## config.mk

```make
export PLATFORM = sky130hd
export DESIGN_NAME = pixel_lookup
export DESIGN_NICKNAME = d
export VERILOG_FILES = /design/src/source/video_regs_pkg.sv /design/src/source/video_types_pkg.sv /design/src/source/pixel_lookup.sv
export SDC_FILE = /design/constraint.sdc
export NUM_CORES = 1
export LEC_CHECK = 0
export BUFFER_PORTS_ARGS = -buffer_cell sky130_fd_sc_hd__buf_2
export CAP_MARGIN = 20
export CORE_ASPECT_RATIO = 0.75
export CORE_MARGIN = 4
export CORE_UTILIZATION = 26
export DETAILED_ROUTE_END_ITERATION = 8
export PLACE_DENSITY = 0.88
export SYNTH_ARGS = -nofsm -noshare
export SYNTH_HDL_FRONTEND = slang
export SYNTH_SLANG_ARGS = --single-unit
```

## constraint.sdc

```tcl
create_clock -name i_clock -period 2.9 [get_ports i_clock]
set_input_delay 0.145 -clock i_clock [delete_from_list [all_inputs] [get_ports i_clock]]
set_output_delay 0.145 -clock i_clock [all_outputs]
set_load 0.01 [all_outputs]
```

## src/source/video_regs_pkg.sv

```systemverilog
package video_regs_pkg;

	// Region code from address bits 23:20
	typedef logic [3:0] region_t;

	localparam region_t REGION_PALETTE = 4'he;
	localparam region_t REGION_CONTROL = 4'hf;

	// Control register index from address bits 3:2
	typedef logic [1:0] reg_index_t;

	localparam reg_index_t REG_READ_OFFSET = 2'd0;
	localparam reg_index_t REG_PITCH       = 2'd1;
	localparam reg_index_t REG_MODE        = 2'd2;
	localparam reg_index_t REG_FRAME_COUNT = 2'd3;

	// Mode register bits
	localparam int MODE_HDOUBLE = 0;
	localparam int MODE_VDOUBLE = 1;

endpackage

```

## src/source/video_types_pkg.sv

```systemverilog
package video_types_pkg;

	// Byte address into video memory
	typedef logic [31:0] vram_addr_t;

	// Four colour indices, byte 0 in bits 7:0
	typedef logic [31:0] vram_word_t;

	// Screen x or y position
	typedef logic [10:0] pixel_pos_t;

	// Palette index
	typedef logic [7:0] color_index_t;

	// Red in 23:16, green in 15:8, blue in 7:0
	typedef logic [23:0] rgb_t;

endpackage

```

## src/source/pixel_lookup.sv

```systemverilog
`timescale 1ns/1ps

module pixel_lookup #(
	parameter int MAX_PITCH = 640
) (
	input  logic                           i_clock,
	input  logic                           i_reset,
	input  video_types_pkg::pixel_pos_t    i_video_pos_x,
	input  logic [1:0]                     i_mode,

	// Line buffer read
	output logic [$clog2(MAX_PITCH/4)-1:0] o_line_index,
	input  video_types_pkg::vram_word_t    i_line_word,

	// Palette read
	output video_types_pkg::color_index_t  o_palette_index,
	input  video_types_pkg::rgb_t          i_palette_rgb,

	output video_types_pkg::rgb_t          o_video_rgb
);

	localparam int INDEX_WIDTH = $clog2(MAX_PITCH / 4);

	video_types_pkg::pixel_pos_t word_position;
	logic [1:0]                  byte_select;
	logic [1:0]                  byte_select_q;

	always_comb begin
		if (i_mode[video_regs_pkg::MODE_HDOUBLE]) begin
			word_position = i_video_pos_x >> 3;
			byte_select   = i_video_pos_x[2:1];
		end else begin
			word_position = i_video_pos_x >> 2;
			byte_select   = i_video_pos_x[1:0];
		end
	end

	assign o_line_index = INDEX_WIDTH'(word_position);

	// Lines up with the line buffer read data
	always_ff @(posedge i_clock) begin
		if (i_reset) begin
			byte_select_q <= 2'd0;
		end else begin
			byte_select_q <= byte_select;
		end
	end

	always_comb begin
		case (byte_select_q)
			2'd0:    o_palette_index = i_line_word[7:0];
			2'd1:    o_palette_index = i_line_word[15:8];
			2'd2:    o_palette_index = i_line_word[23:16];
			default: o_palette_index = i_line_word[31:24];
		endcase
	end

	// Palette output is already registered
	assign o_video_rgb = i_palette_rgb;

endmodule

```

==> impl_metrics.tcl <==
set metrics [dict create \
    status "finished, final reports clean" \
    reg.largest.list "byte_select_q (2)" \
    fmax_mhz 584 \
    holdPathStages 2 \
    syn_area_per_cell_um2 11.0 \
    fin_cells 108 \
    antenna_found_initial 0 \
    synth_area_um2 539 \
    finalSetupViolCount 0 \
    start_util 0.291 \
    worst_ep_arrival_time_ns 1.57 \
    grt_pass1_wl_um 2050 \
    min-delay-path-class "in -> reg" \
    wl_per_cell_um 13.8 \
    slew_viol_final 0 \
    syn_nets 120 \
    numCtsBuffers 3 \
    synth_top_family_by_area "multiplexers" \
    maxCapViolations 0 \
    placed_cell_area_um2 671 \
    io_buffers 61 \
    cts_tree "yes" \
    worstMarginPinSlew_ns 0.502 \
    h-tree-depth 1 \
    drt_wl_total_um 1500 \
    grt_max_degree 11 \
    place_inst 105 \
    nets 159 \
    layout_worst_path_cycle_share 0.591 \
    rsz0062_at_grt "false" \
    min_from "i_reset" \
    cellPowerDensity_nw_per_um2 283 \
    synth_seq_cells 2 \
    hold_end "byte_select_q[0]" \
    post-cts-setup-buffers 0 \
    grt.total_usage 0.0964 \
    critPathCaptureType "output pin" \
    io_pins 111 \
    synth_xor_area_frac 0 \
    largest_register_ffs 2 \
    die_area_um2 2870 \
    path_clk_slew_ns 0.03 \
    syn2layout_area_growth_pct 28.5 \
    syn_inst 49 \
    cellLeakagePower_nw 0.363 \
    yosysUniqueCellTypes 9 \
    drt_iter0_drc 5 \
    crit_type "reg -> out" \
    critPathLaunchType "flip-flop" \
    hold_buffers 0 \
    die_h_um 47.4 \
    grt_overflow_total 0 \
    critPathMaxFanout 8 \
    drc 0 \
    die_width_um 60.6 \
    slew_headroom 0.665 \
    synth_adder_area_share 0 \
    via_per_inst 4.67 \
    place.gp.congestion 0.602 \
    clock-sinks 2 \
    fin_tns_setup_ns 0 \
    yosys.area_share.simple 0.0139 \
    synth_compound_area_frac 0 \
    hpwl_um 1380 \
    synthMuxAreaShare 0.538 \
    num_rows 13 \
    cts-root-buf "clkbuf_4" \
    cp_data_required_time_ns 2.76 \
    top_register "byte_select_q" \
    yosysSeqAreaShare 0.0742 \
    holdWs_ns 0.104 \
    hold_viol_final 0 \
    n_antenna_cell 0 \
    synth_warnings 0 \
    ir_worst_vdd_uv 173 \
    drive_above_1_share 0.930 \
    min_period_ns 1.71 \
    first_pass_iters 3 \
    ant_nets 0 \
    cts_resized 0 \
    core_area_um2 1850 \
    cts_buffer_depth 2 \
    grt_pass1_vias 543 \
    vias 504 \
    stdcell_area_um2 693 \
    fill_cells 196 \
]
==> power by group <==
group	internal (mW)	switching [mW]	leakage, nW
Clock	0.0455	0.0147	0.0138
Combinational	0.0636	0.0362	0.332
Sequential	0.0296	0.00633	0.0167
==> worst max-delay path by stage <==
stage                                start                  to  slack [ns]  cells past startpoint
after floorplan           byte_select_q[0]  o_palette_index[0]        1.77                      2
after global placement    byte_select_q[0]  o_palette_index[7]        1.40                      2
after detailed placement  byte_select_q[0]  o_palette_index[1]        1.40                      2
after CTS                 byte_select_q[0]  o_palette_index[1]        1.16                      2
after global routing      byte_select_q[0]  o_palette_index[3]        1.08                      2
final                     byte_select_q[0]  o_palette_index[3]        1.19                      2
==> area by class of cell <==
class | instances | area [µm²] | area share
Multi-Input combinational cell | 20 | 298 | 0.430
Sequential cell | 2 | 40.0 | 0.0578
Tap cell | 22 | 27.5 | 0.0397
Clock buffer | 3 | 22.5 | 0.0325
Timing Repair Buffer | 61 | 305 | 0.440
==> Yosys cell counts <==
master / count / area [µm²]
nor2_1: 2 / 7.51
buf_6: 1 / 11.3
mux2_2: 8 / 90.1
dfxtp_1: 2 / 40.0
clkbuf_2: 1 / 5.00
mux4_2: 8 / 180
buf_2: 1 / 5.00
mux2i_1: 2 / 20.0
buf_4: 24 / 180
==> through the flow <==
| step | setup WS, ns | power, mW | utilization |
|---|---|---|---|
| 6_report | 1.19 | 0.196 | 0.374 |
| 3_3_place_gp | 1.40 | 0.134 | 0.362 |
| 5_1_grt | 1.08 | 0.214 | 0.374 |
| 4_1_cts | 1.16 | 0.202 | 0.374 |
| 2_1_floorplan | 1.77 | 0.121 | - |
| 3_5_place_dp | 1.40 | 0.138 | 0.362 |
==> worst max-delay path: stages, from the launching register on <==
cell and delay (ns):
dfxtp_1 0.62, mux4_2 0.57, buf_2 0.16
==> layout by cell type, fill, tap and decap left out, drive strengths merged <==
master / n
clkbuf: 3
buf: 61
mux2: 8
nor2: 2
dfxtp: 2
mux4: 8
mux2i: 2
==> logic make-up (layout without fill, tap and decap cells) <==
kind of cell / after synthesis / in the layout
flops: 2 / 2
mux: 18 / 18
buf+inv: 27 / 64
simple gates: 2 / 2
==> layer usage <==
layer,GRT usage,up-vias,share of wire
li1,-,229,-
met5,0,-,0
met1,0.0731,233,0.25
met4,0.0563,0,0
met3,0.0377,0,0.18
met2,0.205,42,0.57
Power figures use the tool's default switching activity.
