<file path="config.mk">
export PLATFORM = sky130hd
export DESIGN_NAME = line_fetcher
export DESIGN_NICKNAME = d
export VERILOG_FILES = /design/src/source/video_regs_pkg.sv /design/src/source/video_types_pkg.sv /design/src/source/line_fetcher.sv
export SDC_FILE = /design/constraint.sdc
export NUM_CORES = 1
export LEC_CHECK = 0
export BUFFER_PORTS_ARGS = -buffer_cell sky130_fd_sc_hd__buf_2
export CAP_MARGIN = 20
export CORE_ASPECT_RATIO = 0.75
export CORE_MARGIN = 5
export CORE_UTILIZATION = 30
export CTS_CLUSTER_DIAMETER = 200
export DETAILED_ROUTE_END_ITERATION = 8
export PLACE_DENSITY_LB_ADDON = 0.3
export RECOVER_POWER = 25
export SYNTH_ARGS = -nofsm -noshare
export SYNTH_HDL_FRONTEND = slang
export SYNTH_SLANG_ARGS = --single-unit
</file>
<file path="constraint.sdc">
create_clock -name i_clock -period 3.3 [get_ports i_clock]
set_input_delay 0.495 -clock i_clock [delete_from_list [all_inputs] [get_ports i_clock]]
set_output_delay 0.495 -clock i_clock [all_outputs]
set_load 0.03 [all_outputs]
</file>
<file path="src/source/video_regs_pkg.sv">
package video_regs_pkg;

	// Region code from address bits 23:20
	typedef logic [3:0] region_t;

	localparam region_t REGION_PALETTE = 4'he;
	localparam region_t REGION_CONTROL = 4'hf;

	// Control register index from address bits 3:2
	typedef logic [1:0] reg_index_t;

	localparam reg_index_t REG_READ_OFFSET = 2'd0;
	localparam reg_index_t REG_PITCH       = 2'd1;
	localparam reg_index_t REG_MODE        = 2'd2;
	localparam reg_index_t REG_FRAME_COUNT = 2'd3;

	// Mode register bits
	localparam int MODE_HDOUBLE = 0;
	localparam int MODE_VDOUBLE = 1;

endpackage

</file>
<file path="src/source/video_types_pkg.sv">
package video_types_pkg;

	// Byte address into video memory
	typedef logic [31:0] vram_addr_t;

	// Four colour indices, byte 0 in bits 7:0
	typedef logic [31:0] vram_word_t;

	// Screen x or y position
	typedef logic [10:0] pixel_pos_t;

	// Palette index
	typedef logic [7:0] color_index_t;

	// Red in 23:16, green in 15:8, blue in 7:0
	typedef logic [23:0] rgb_t;

endpackage

</file>
<file path="src/source/line_fetcher.sv">
`timescale 1ns/1ps

module line_fetcher #(
	parameter int MAX_PITCH = 640
) (
	input  logic                              i_clock,
	input  logic                              i_reset,
	input  logic                              i_video_hblank,
	input  logic                              i_video_vblank,
	input  video_types_pkg::vram_addr_t       i_read_offset,
	input  video_types_pkg::vram_addr_t       i_pitch,
	input  logic [1:0]                        i_mode,

	// VRAM port B
	output logic                              o_vram_pb_request,
	output video_types_pkg::vram_addr_t       o_vram_pb_address,
	input  video_types_pkg::vram_word_t       i_vram_pb_rdata,
	input  logic                              i_vram_pb_ready,

	// Line buffer write
	output logic                              o_line_write,
	output logic [$clog2(MAX_PITCH/4)-1:0]    o_line_index,
	output video_types_pkg::vram_word_t       o_line_word,

	output logic [31:0]                       o_frame_count
);

	localparam int LINE_WORDS  = MAX_PITCH / 4;
	localparam int INDEX_WIDTH = $clog2(LINE_WORDS);
	localparam int COUNT_WIDTH = $clog2(LINE_WORDS + 1);

	typedef enum logic {
		IDLE,
		FETCH
	} state_t;

	state_t                      state;
	logic [1:0]                  hblank_history;
	logic [1:0]                  vblank_history;
	logic                        vblank_rise;
	logic                        hblank_rise;
	logic                        start_hblank;
	logic                        line_odd;
	video_types_pkg::vram_addr_t row;
	video_types_pkg::vram_addr_t next_row;
	video_types_pkg::vram_addr_t pitch_words;
	logic [COUNT_WIDTH-1:0]      line_words;
	logic [COUNT_WIDTH-1:0]      fetch_words;
	logic [COUNT_WIDTH-1:0]      word_count;
	logic                        word_accept;
	logic                        last_word;

	// Bit 1 holds the older sample
	assign vblank_rise  = (vblank_history == 2'b01);
	assign hblank_rise  = (hblank_history == 2'b01) && !vblank_history[0];
	assign start_hblank = hblank_rise && (!i_mode[video_regs_pkg::MODE_VDOUBLE] || line_odd);

	assign next_row    = row + i_pitch;
	assign pitch_words = i_pitch >> 2;
	// Never more words than the line buffer holds
	assign line_words  = (pitch_words > LINE_WORDS) ? COUNT_WIDTH'(LINE_WORDS)
	                                                : COUNT_WIDTH'(pitch_words);

	assign o_vram_pb_request = (state == FETCH);
	assign word_accept       = (state == FETCH) && i_vram_pb_ready;
	assign last_word         = (word_count == fetch_words - 1'b1);

	always_ff @(posedge i_clock) begin
		if (i_reset) begin
			state          <= IDLE;
			hblank_history <= 2'b00;
			vblank_history <= 2'b00;
			line_odd       <= 1'b0;
			row            <= '0;
			fetch_words    <= '0;
			word_count     <= '0;
			o_line_write   <= 1'b0;
			o_frame_count  <= '0;
		end else begin
			hblank_history <= {hblank_history[0], i_video_hblank};
			vblank_history <= {vblank_history[0], i_video_vblank};
			o_line_write   <= word_accept;

			if (vblank_rise) begin
				o_frame_count <= o_frame_count + 1'b1;
				line_odd      <= 1'b0;
				row           <= i_read_offset;
			end else if (hblank_rise) begin
				line_odd <= !line_odd;
				if (start_hblank) begin
					row <= next_row;
				end
			end

			if ((vblank_rise || start_hblank) && (line_words != '0)) begin
				state       <= FETCH;
				fetch_words <= line_words;
				word_count  <= '0;
			end else if (word_accept) begin
				word_count <= word_count + 1'b1;
				if (last_word) begin
					state <= IDLE;
				end
			end
		end
	end

	//================================================
	// Address stepping and line buffer data

	always_ff @(posedge i_clock) begin
		if (vblank_rise) begin
			o_vram_pb_address <= i_read_offset;
		end else if (start_hblank) begin
			o_vram_pb_address <= next_row;
		end else if (word_accept) begin
			o_vram_pb_address <= o_vram_pb_address + 32'd4;
		end
		o_line_index <= word_count[INDEX_WIDTH-1:0];
		o_line_word  <= i_vram_pb_rdata;
	end

endmodule

</file>
==> out/metrics.yaml, run 1 <==
whs_endpoint: "o_line_word[17]"
min_path_cells: 1
start_util_pct: 30.3
clk_pin_slew_worst_paths_ns: 0.07
p_per_area_mw_per_mm2: 512
grt_max_degree: 45
timing_worst_setup_path_type: "register to register"
post_cts_buffers: 0
top_layer: "met5"
fin_area_mm2: 0.0102
io_buffers: 207
drive_above_1_share_pct: 22.5
die_h_um: 153
syn-cell-area_mm2: 0.00817
cts_tree: "done"
wl_met2_mm: 10.6
clockRootBuffer: "clkbuf_16"
rr_endpoint: "o_vram_pb_address[28]"
hpwl_mm: 19.2
synth-edff-count: 32
hold_path_class: "input pin to register"
fill_cells: 2832
cts.hold.buffers_added: 0
ys_seq_elements: 159
rsz0062_at_grt: "no"
fin_util_pct: 37.8
syn_nets: 1057
min_period_ns: 2.95
leakage_nw: 4.20
min_from: "i_vram_pb_rdata[17]"
clockBufferDepth: 2
ctsResizeCount: 0
layout_commonest_cell: "buf_2"
ir_drop_v: 0.000332
finalHoldViolCount: 0
r2r-start: "row[0]"
dp_cells: 1457
setup_ws_ns: 0.350
crit_required_ns: 3.49
synth-async-reset-ratio_pct: 0
drt_first_pass_iters: 5
endpoint_kind: "register"
io-pin-count: 209
rows: 52
core_mm2: 0.0269
insertedDiodeCount: 0
clock_sinks: 159
nets: 1264
r2r_cells: 12
critPathLaunchType: "register"
htreeDepth: 4
pre_cts_ws_ns: 0.109
fmax_mhz: 339
yosysUniqueCellTypes: 71
grt_util_all_layers_pct: 16.5
place_area_mm2: 0.00962
hold_ws_ns: 0.162
die_area_mm2: 0.0307
wl_met3_mm: 2.18
vias: 7410
drt_drc_violations_left: 0
synth_top_cell_by_area: "dfxtp_1"
finalMaxSlewViolations: 0
skew_ns: 0.0125
grt_pass1_vias: 7371
met1Wirelength_mm: 12.8
final_cell_mix: "buf_2, dfxtp_1, nand2_1, nor2_1, a21oi_1"
dieWidth_um: 201
post-route-period-util_pct: 89.4
gp_congestion: 0.867
path_max_fanout: 3
ys_seq_area_share_pct: 42.9
syn_inst: 918
finalSetupTns_ns: 0
clkLatencyLatePin_ns: 0.43
synth_ff_type: "dfxtp_1"
grt_pass1_wl_mm: 40.6
drtIter0Drc: 439
wl_mm: 25.9
antenna_found_initial: 3
maxCapViolations: 0
setup_viol_count_final: 0
grt_overflow_total: 0
vias_per_cell: 4.98
ant_nets: 0
r2r_slack_ns: 0.35
status: "finished, final reports clean"
fin_cells: 1489
slew_headroom_pct: 1.40
yosysTopAreaCellShare_pct: 31.1
areaGrowthSynthToFinish_pct: 24.6
syn_area_per_cell_um2: 8.90
total_power_mw: 5.21
worst_pin_slew_ns: 1.48
numCtsBuffers: 17
wl_per_cell_um: 17.4
ys_warn_count: 0
yosys-top-cells-area: "dfxtp_1, edfxtp_1, ha_1, xor2_1, nand2_1"
timing.critical_path.arrival_ns: 3.14
[synth_stat cells (5+ instances only)]
library cell	instances
o21ai_0	45
xnor2_1	45
dfxtp_1	127
nor2b_1	8
nor3_1	9
inv_1	11
a22oi_1	10
xor2_1	49
a21oi_1	69
clkbuf_1	28
o21a_1	9
nand4_1	20
edfxtp_1	32
a31oi_1	19
a211oi_1	6
ha_1	35
nand2b_1	9
a21boi_0	6
and2_1	7
nand2_1	108
a21o_1	10
and3_1	17
o22ai_1	5
o21bai_1	5
nand3_1	39
nor2_1	97
and4_1	7
nor4_1	7
or3_1	6
[cell families after synthesis]
kind of cell | after synthesis | synth area share (%)
DFF | 159 | 42.9
AOI/OAI and AO/OA | 225 | 17.9
xor gates and xnor gates | 94 | 10.1
adders and majority gates | 36 | 5.61
buffers and inverters | 50 | 2.68
and+or+nand+nor | 354 | 20.9
[critical path: stages (launching register included)]
cell,delay (ns)
dfxtp_1,0.33
ha_1,0.21
inv_1,0.07
fa_1,0.39
nand2b_1,0.19
a21oi_2,0.15
o311a_1,0.23
o21ai_0,0.14
a2111oi_0,0.52
buf_4,0.21
o21ai_0,0.08
nand3_1,0.13
nand2_1,0.06
[layer usage]
layer  vias up  track usage, %
met2       227            24.3
met1      3432            22.9
met5         -               0
met3        26            6.19
met4         6            3.90
li1       3719               -
[how the worst max path moves through the flow]
stage / endpoint / start / depth (start not counted) / slack [ns]
2_1_floorplan: o_vram_pb_address[30] / i_pitch[0] / 12 / 0.60
3_3_place_gp: o_vram_pb_address[28] / i_pitch[0] / 13 / 0.15
3_5_place_dp: o_vram_pb_address[28] / i_pitch[0] / 13 / 0.11
4_1_cts: o_vram_pb_address[28] / row[0] / 12 / 0.36
5_1_grt: o_vram_pb_address[28] / row[0] / 12 / 0.18
6_report: o_vram_pb_address[28] / row[0] / 12 / 0.35
[where the power goes]
group          switching (mW)  internal (mW)
Combinational           0.635          0.364
Clock                   0.915           1.09
Sequential             0.0912           2.12
[registers in the layout, indices dropped and copies added (netlist names)]
register	count
line_odd	1
o_vram_pb_address	32
o_line_word	32
o_line_write	1
word_count	8
row	32
o_line_index	8
o_frame_count	32
vblank_history	2
hblank_history	2
fetch_words	8
o_vram_pb_request	1
[layout make-up]
type | instances | area, µm² | share of cell area (%)
clock buffers | 19 | 443 | 4.35
clock inverters | 13 | 144 | 1.41
inverters | 12 | 45.0 | 0.443
multi-input cells | 709 | 4460 | 43.8
flip-flops and latches | 159 | 3500 | 34.4
well taps | 351 | 439 | 4.32
repair buffers | 226 | 1140 | 11.2
Note: power is estimated with default switching activity, not from simulation.
==> inputs of run 2 (changes only) <==
--- a/config.mk
+++ b/config.mk
@@ -9,7 +9,7 @@
 export CAP_MARGIN = 20
 export CORE_ASPECT_RATIO = 0.75
 export CORE_MARGIN = 5
-export CORE_UTILIZATION = 30
+export CORE_UTILIZATION = 54
 export CTS_CLUSTER_DIAMETER = 200
 export DETAILED_ROUTE_END_ITERATION = 8
 export PLACE_DENSITY_LB_ADDON = 0.3
==> out/metrics.yaml, run 2 (same netlist as run 1, synthesis figures left out) <==
drt_first_pass_iters: 5
path_max_fanout: 6
rows: 38
nets: 1258
dp_cells: 1300
grt_util_all_layers_pct: 24.9
fin_cells: 1332
cp.depth: 11
endpoint_kind: "register"
wl_mm: 22.1
finalMaxSlewViolations: 0
path_buf_inv: 1
drtIter0Drc: 554
io_buffers: 207
ir_drop_v: 0.000436
gp_congestion: 0.925
fill_cells: 1250
rsz0062_at_grt: "no"
crit_required_ns: 3.57
post-route-period-util_pct: 89.3
timing.critical_path.arrival_ns: 3.21
worst_pin_slew_ns: 1.38
wl_per_cell_um: 16.6
drive_above_1_share_pct: 22.3
max_stage_delay_ns: 0.41
path_cells: "ha_1, inv_1, fa_1, nand2b_1, a21oi_2, o311a_1, or2_1, a31oi_2, or4_1, and3_1, o21ai_0"
dieWidth_um: 152
crit_family: "simple AND/OR/NAND/NOR gates"
clk_pin_slew_worst_paths_ns: 0.07
critical_path.slowest_cell: "or4_1"
critPathLaunchType: "register"
slew_headroom_pct: 7.79
cts_tree: "done"
r2r_cells: 11
htreeDepth: 4
finalSetupTns_ns: 0
die_h_um: 117
numCtsBuffers: 17
clock_sinks: 159
final_cell_mix: "buf_2, dfxtp_1, nand2_1, nor2_1, a21oi_1"
finalHoldViolCount: 0
insertedDiodeCount: 0
timing_worst_setup_path_type: "register to register"
vias: 7527
clockBufferDepth: 2
setup_viol_count_final: 0
vias_per_cell: 5.65
antenna_found_initial: 2
post_cts_buffers: 0
grt_pass1_wl_mm: 35.8
grt_max_degree: 52
layout_commonest_cell: "buf_2"
grt_pass1_vias: 6949
cts.hold.buffers_added: 0
core_mm2: 0.0146
hold_path_class: "input pin to register"
fmax_mhz: 339
drt_drc_violations_left: 0
leakage_nw: 4.17
die_area_mm2: 0.0177
min_period_ns: 2.95
grt_overflow_total: 0
clkLatencyLatePin_ns: 0.43
p_per_area_mw_per_mm2: 510
min_path_cells: 1
hpwl_mm: 16.5
areaGrowthSynthToFinish_pct: 21.4
clockRootBuffer: "clkbuf_16"
ant_nets: 0
io-pin-count: 209
ctsResizeCount: 0
maxCapViolations: 0
start_util_pct: 55.8
skew_ns: 0.00978
status: "finished, final reports clean"
## run 2: final cells by class
cell class / instances / area, µm² / area share, %
clock buffers: 18 / 439 / 4.43
clock inverters: 14 / 118 / 1.19
inverters: 12 / 45.0 / 0.454
multi-input cells: 709 / 4450 / 44.9
flip-flops and latches: 159 / 3500 / 35.3
well taps: 200 / 250 / 2.52
repair buffers: 220 / 1100 / 11.1
## run 2: metal layers
layer / track usage [%] / up-vias / part of all wire, %
li1: - / 3696 / -
met3: 8.04 / 22 / 12
met1: 36.2 / 3455 / 46
met4: 6.35 / 4 / 1.1
met5: 0 / - / 0.095
met2: 36.0 / 350 / 41
## run 2: worst paths after layout
check	from	end	slack [ns]
max	row[0]	o_vram_pb_address[30]	0.35
min	i_vram_pb_rdata[6]	o_line_word[6]	0.17
max reg2reg	row[0]	o_vram_pb_address[30]	0.35
min reg2reg	word_count[7]	o_line_index[7]	0.40
## run 2: worst register-to-register path: cells and delay by family, from the launching register on
family	cells	cell delay, ns
fa+ha+maj	2	0.59
compound gates	4	0.70
simple gates	4	1.10
buf+inv	1	0.07
flops	1	0.34
## run 2: power breakdown
group | total [mW] | internal [mW] | switching (mW)
clock | 1.87 | 1.01 | 0.857
combinational | 0.979 | 0.360 | 0.619
sequential | 2.21 | 2.12 | 0.0924
## run 2: through the flow
step | total power [mW] | setup slack [ns] | instance area (µm²) | utilization [%] | hold WS, ns
final | 5.05 | 0.353 | 9910 | 67.7 | 0.165
after detailed placement | 3.22 | 0.133 | 9400 | 64.2 | 0.401
after CTS | 5.08 | 0.333 | 9960 | 68.0 | 0.152
after global placement | 3.20 | 0.193 | 9400 | 64.2 | 0.396
after global routing | 5.29 | 0.125 | 9910 | 67.7 | 0.140
after floorplan | 2.92 | 0.595 | 8170 | - | 0.329
==> inputs of run 3 (changes only) <==
--- a/config.mk
+++ b/config.mk
@@ -5,11 +5,12 @@
 export SDC_FILE = /design/constraint.sdc
 export NUM_CORES = 1
 export LEC_CHECK = 0
+export ABC_AREA = 1
 export BUFFER_PORTS_ARGS = -buffer_cell sky130_fd_sc_hd__buf_2
 export CAP_MARGIN = 20
 export CORE_ASPECT_RATIO = 0.75
 export CORE_MARGIN = 5
-export CORE_UTILIZATION = 54
+export CORE_UTILIZATION = 55
 export CTS_CLUSTER_DIAMETER = 200
 export DETAILED_ROUTE_END_ITERATION = 8
 export PLACE_DENSITY_LB_ADDON = 0.3
==> out/metrics.yaml, run 3 <==
synth-async-reset-ratio_pct: 0
ctsResizeCount: 0
critical_path.slowest_cell: "fa_1"
grt_max_degree: 52
insertedDiodeCount: 0
leakage_nw: 5.61
clock_sinks: 159
die_h_um: 123
finalSetupTns_ns: 0
clockBufferDepth: 2
slew_headroom_pct: -73.3
vias_per_cell: 5.38
synth_top_cell_by_area: "dfxtp_1"
fill_cells: 1493
path_max_fanout: 5
worst_pin_slew_ns: 2.60
io_buffers: 207
ys_warn_count: 0
endpoint_kind: "register"
skew_ns: 0.0115
drt_first_pass_iters: 6
crit_top_cell: "nand2_1"
crit_family: "simple AND/OR/NAND/NOR gates"
htreeDepth: 4
layout_commonest_cell: "nand2_1"
fin_util_pct: 67.0
rsz0062_at_grt: "no"
timing_worst_setup_path_type: "register to register"
die_area_mm2: 0.0198
gp_congestion: 0.970
synth_ff_type: "dfxtp_1"
clockRootBuffer: "clkbuf_16"
finalHoldViolCount: 0
fmax_mhz: 391
ir_drop_v: 0.000345
ant_nets: 0
status: "finished with violations"
critPathLaunchType: "register"
io-pin-count: 209
syn_area_per_cell_um2: 6.71
ys_seq_elements: 159
grt_overflow_total: 0
min_period_ns: 2.55
grt_util_all_layers_pct: 29.5
vias: 9869
r2r_slack_ns: 0.75
syn_nets: 1538
antenna_found_initial: 0
yosys-top-cells-area: "dfxtp_1, nand2_1, edfxtp_1, inv_1, nand3_1"
numCtsBuffers: 17
nets: 1747
core_mm2: 0.0168
crit_required_ns: 3.48
drtIter0Drc: 988
rows: 41
syn_inst: 1399
drive_above_1_share_pct: 14.9
wl_mm: 29.7
wl_per_cell_um: 16.2
cts.hold.buffers_added: 0
cts_tree: "done"
ys_seq_area_share_pct: 37.3
setup_viol_count_final: 0
maxCapViolations: 1
synth_common_cells: "nand2_1, inv_1, nor2_1, nand3_1, dfxtp_1"
clk_pin_slew_worst_paths_ns: 0.08
clkLatencyLatePin_ns: 0.43
yosysTopAreaCellShare_pct: 27.1
violations: "capacitance limit, slew limit"
path_buf_inv: 1
start_util_pct: 56.0
path_cells: "ha_1, inv_1, fa_1, o21ai_2, nand2_1, nand2_1, nand2_1, nand2_1, nand2_1, nand2_1, nand2_1, nand3_1, nand3_1"
areaGrowthSynthToFinish_pct: 19.6
post_cts_buffers: 0
finalMaxSlewViolations: 52
p_per_area_mw_per_mm2: 473
grt_pass1_vias: 9010
hold_path_class: "input pin to register"
synth_most_common_cell: "nand2_1"
post-route-period-util_pct: 77.4
hpwl_mm: 23.0
max_stage_delay_ns: 0.43
timing.critical_path.arrival_ns: 2.73
syn-cell-area_mm2: 0.00939
drt_drc_violations_left: 0
grt_pass1_wl_mm: 46.1
dieWidth_um: 161
final_cell_mix: "nand2_1, inv_1, buf_2, nor2_1, nand3_1"
synth-edff-count: 32
yosysUniqueCellTypes: 48
run 3: path summary, 6_finish.rpt:
check                                         start                     to  depth (start not counted)
worst max-delay path                         row[0]  o_vram_pb_address[30]                         13
worst min-delay path            i_vram_pb_rdata[21]        o_line_word[21]                          1
worst min register to register        word_count[2]        o_line_index[2]                          0
worst max register to register               row[0]  o_vram_pb_address[30]                         13
run 3: metrics by stage:
step / power, mW / cell area, µm² / setup WS (ns) / hold WS (ns) / instances
global route: 5.57 / 11200 / 0.549 / 0.138 / 1836
CTS: 5.33 / 11300 / 0.804 / 0.144 / 1836
floorplan: 2.94 / 9390 / 1.03 / 0.374 / 1399
finish: 5.31 / 11200 / 0.745 / 0.156 / 1836
detailed placement: 3.29 / 10600 / 0.565 / 0.384 / 1804
global placement: 3.27 / 10600 / 0.575 / 0.396 / 1804
run 3: layout make-up:
type	instances	area, µm²	area share [%]
Tap cell	215	269	2.40
Clock buffer	17	425	3.79
Timing Repair Buffer	214	1050	9.34
Sequential cell	159	3500	31.2
Inverter	213	800	7.12
Multi-Input combinational cell	1003	4990	44.4
Clock inverter	15	199	1.77
run 3: cells by family after synthesis:
kind of cell	count (synthesis)	synth area share, %
DFF	159	37.3
buffers and inverters	237	9.58
adders and majority gates	36	4.88
AOI/OAI and AO/OA	127	7.32
xor gates and xnor gates	52	5.00
and+or+nand+nor	788	35.9
run 3: power by group:
| part | internal (mW) | switching [mW] |
|---|---|---|
| Clock | 1.05 | 0.995 |
| Combinational | 0.333 | 0.721 |
| Sequential | 2.11 | 0.103 |
run 3: metal layers:
layer,share of wire (%),vias up,track usage [%]
met2,41,511,43.3
met4,1.4,0,6.77
li1,-,4880,-
met5,0,-,0
met1,44,4439,42.0
met3,13,39,10.1
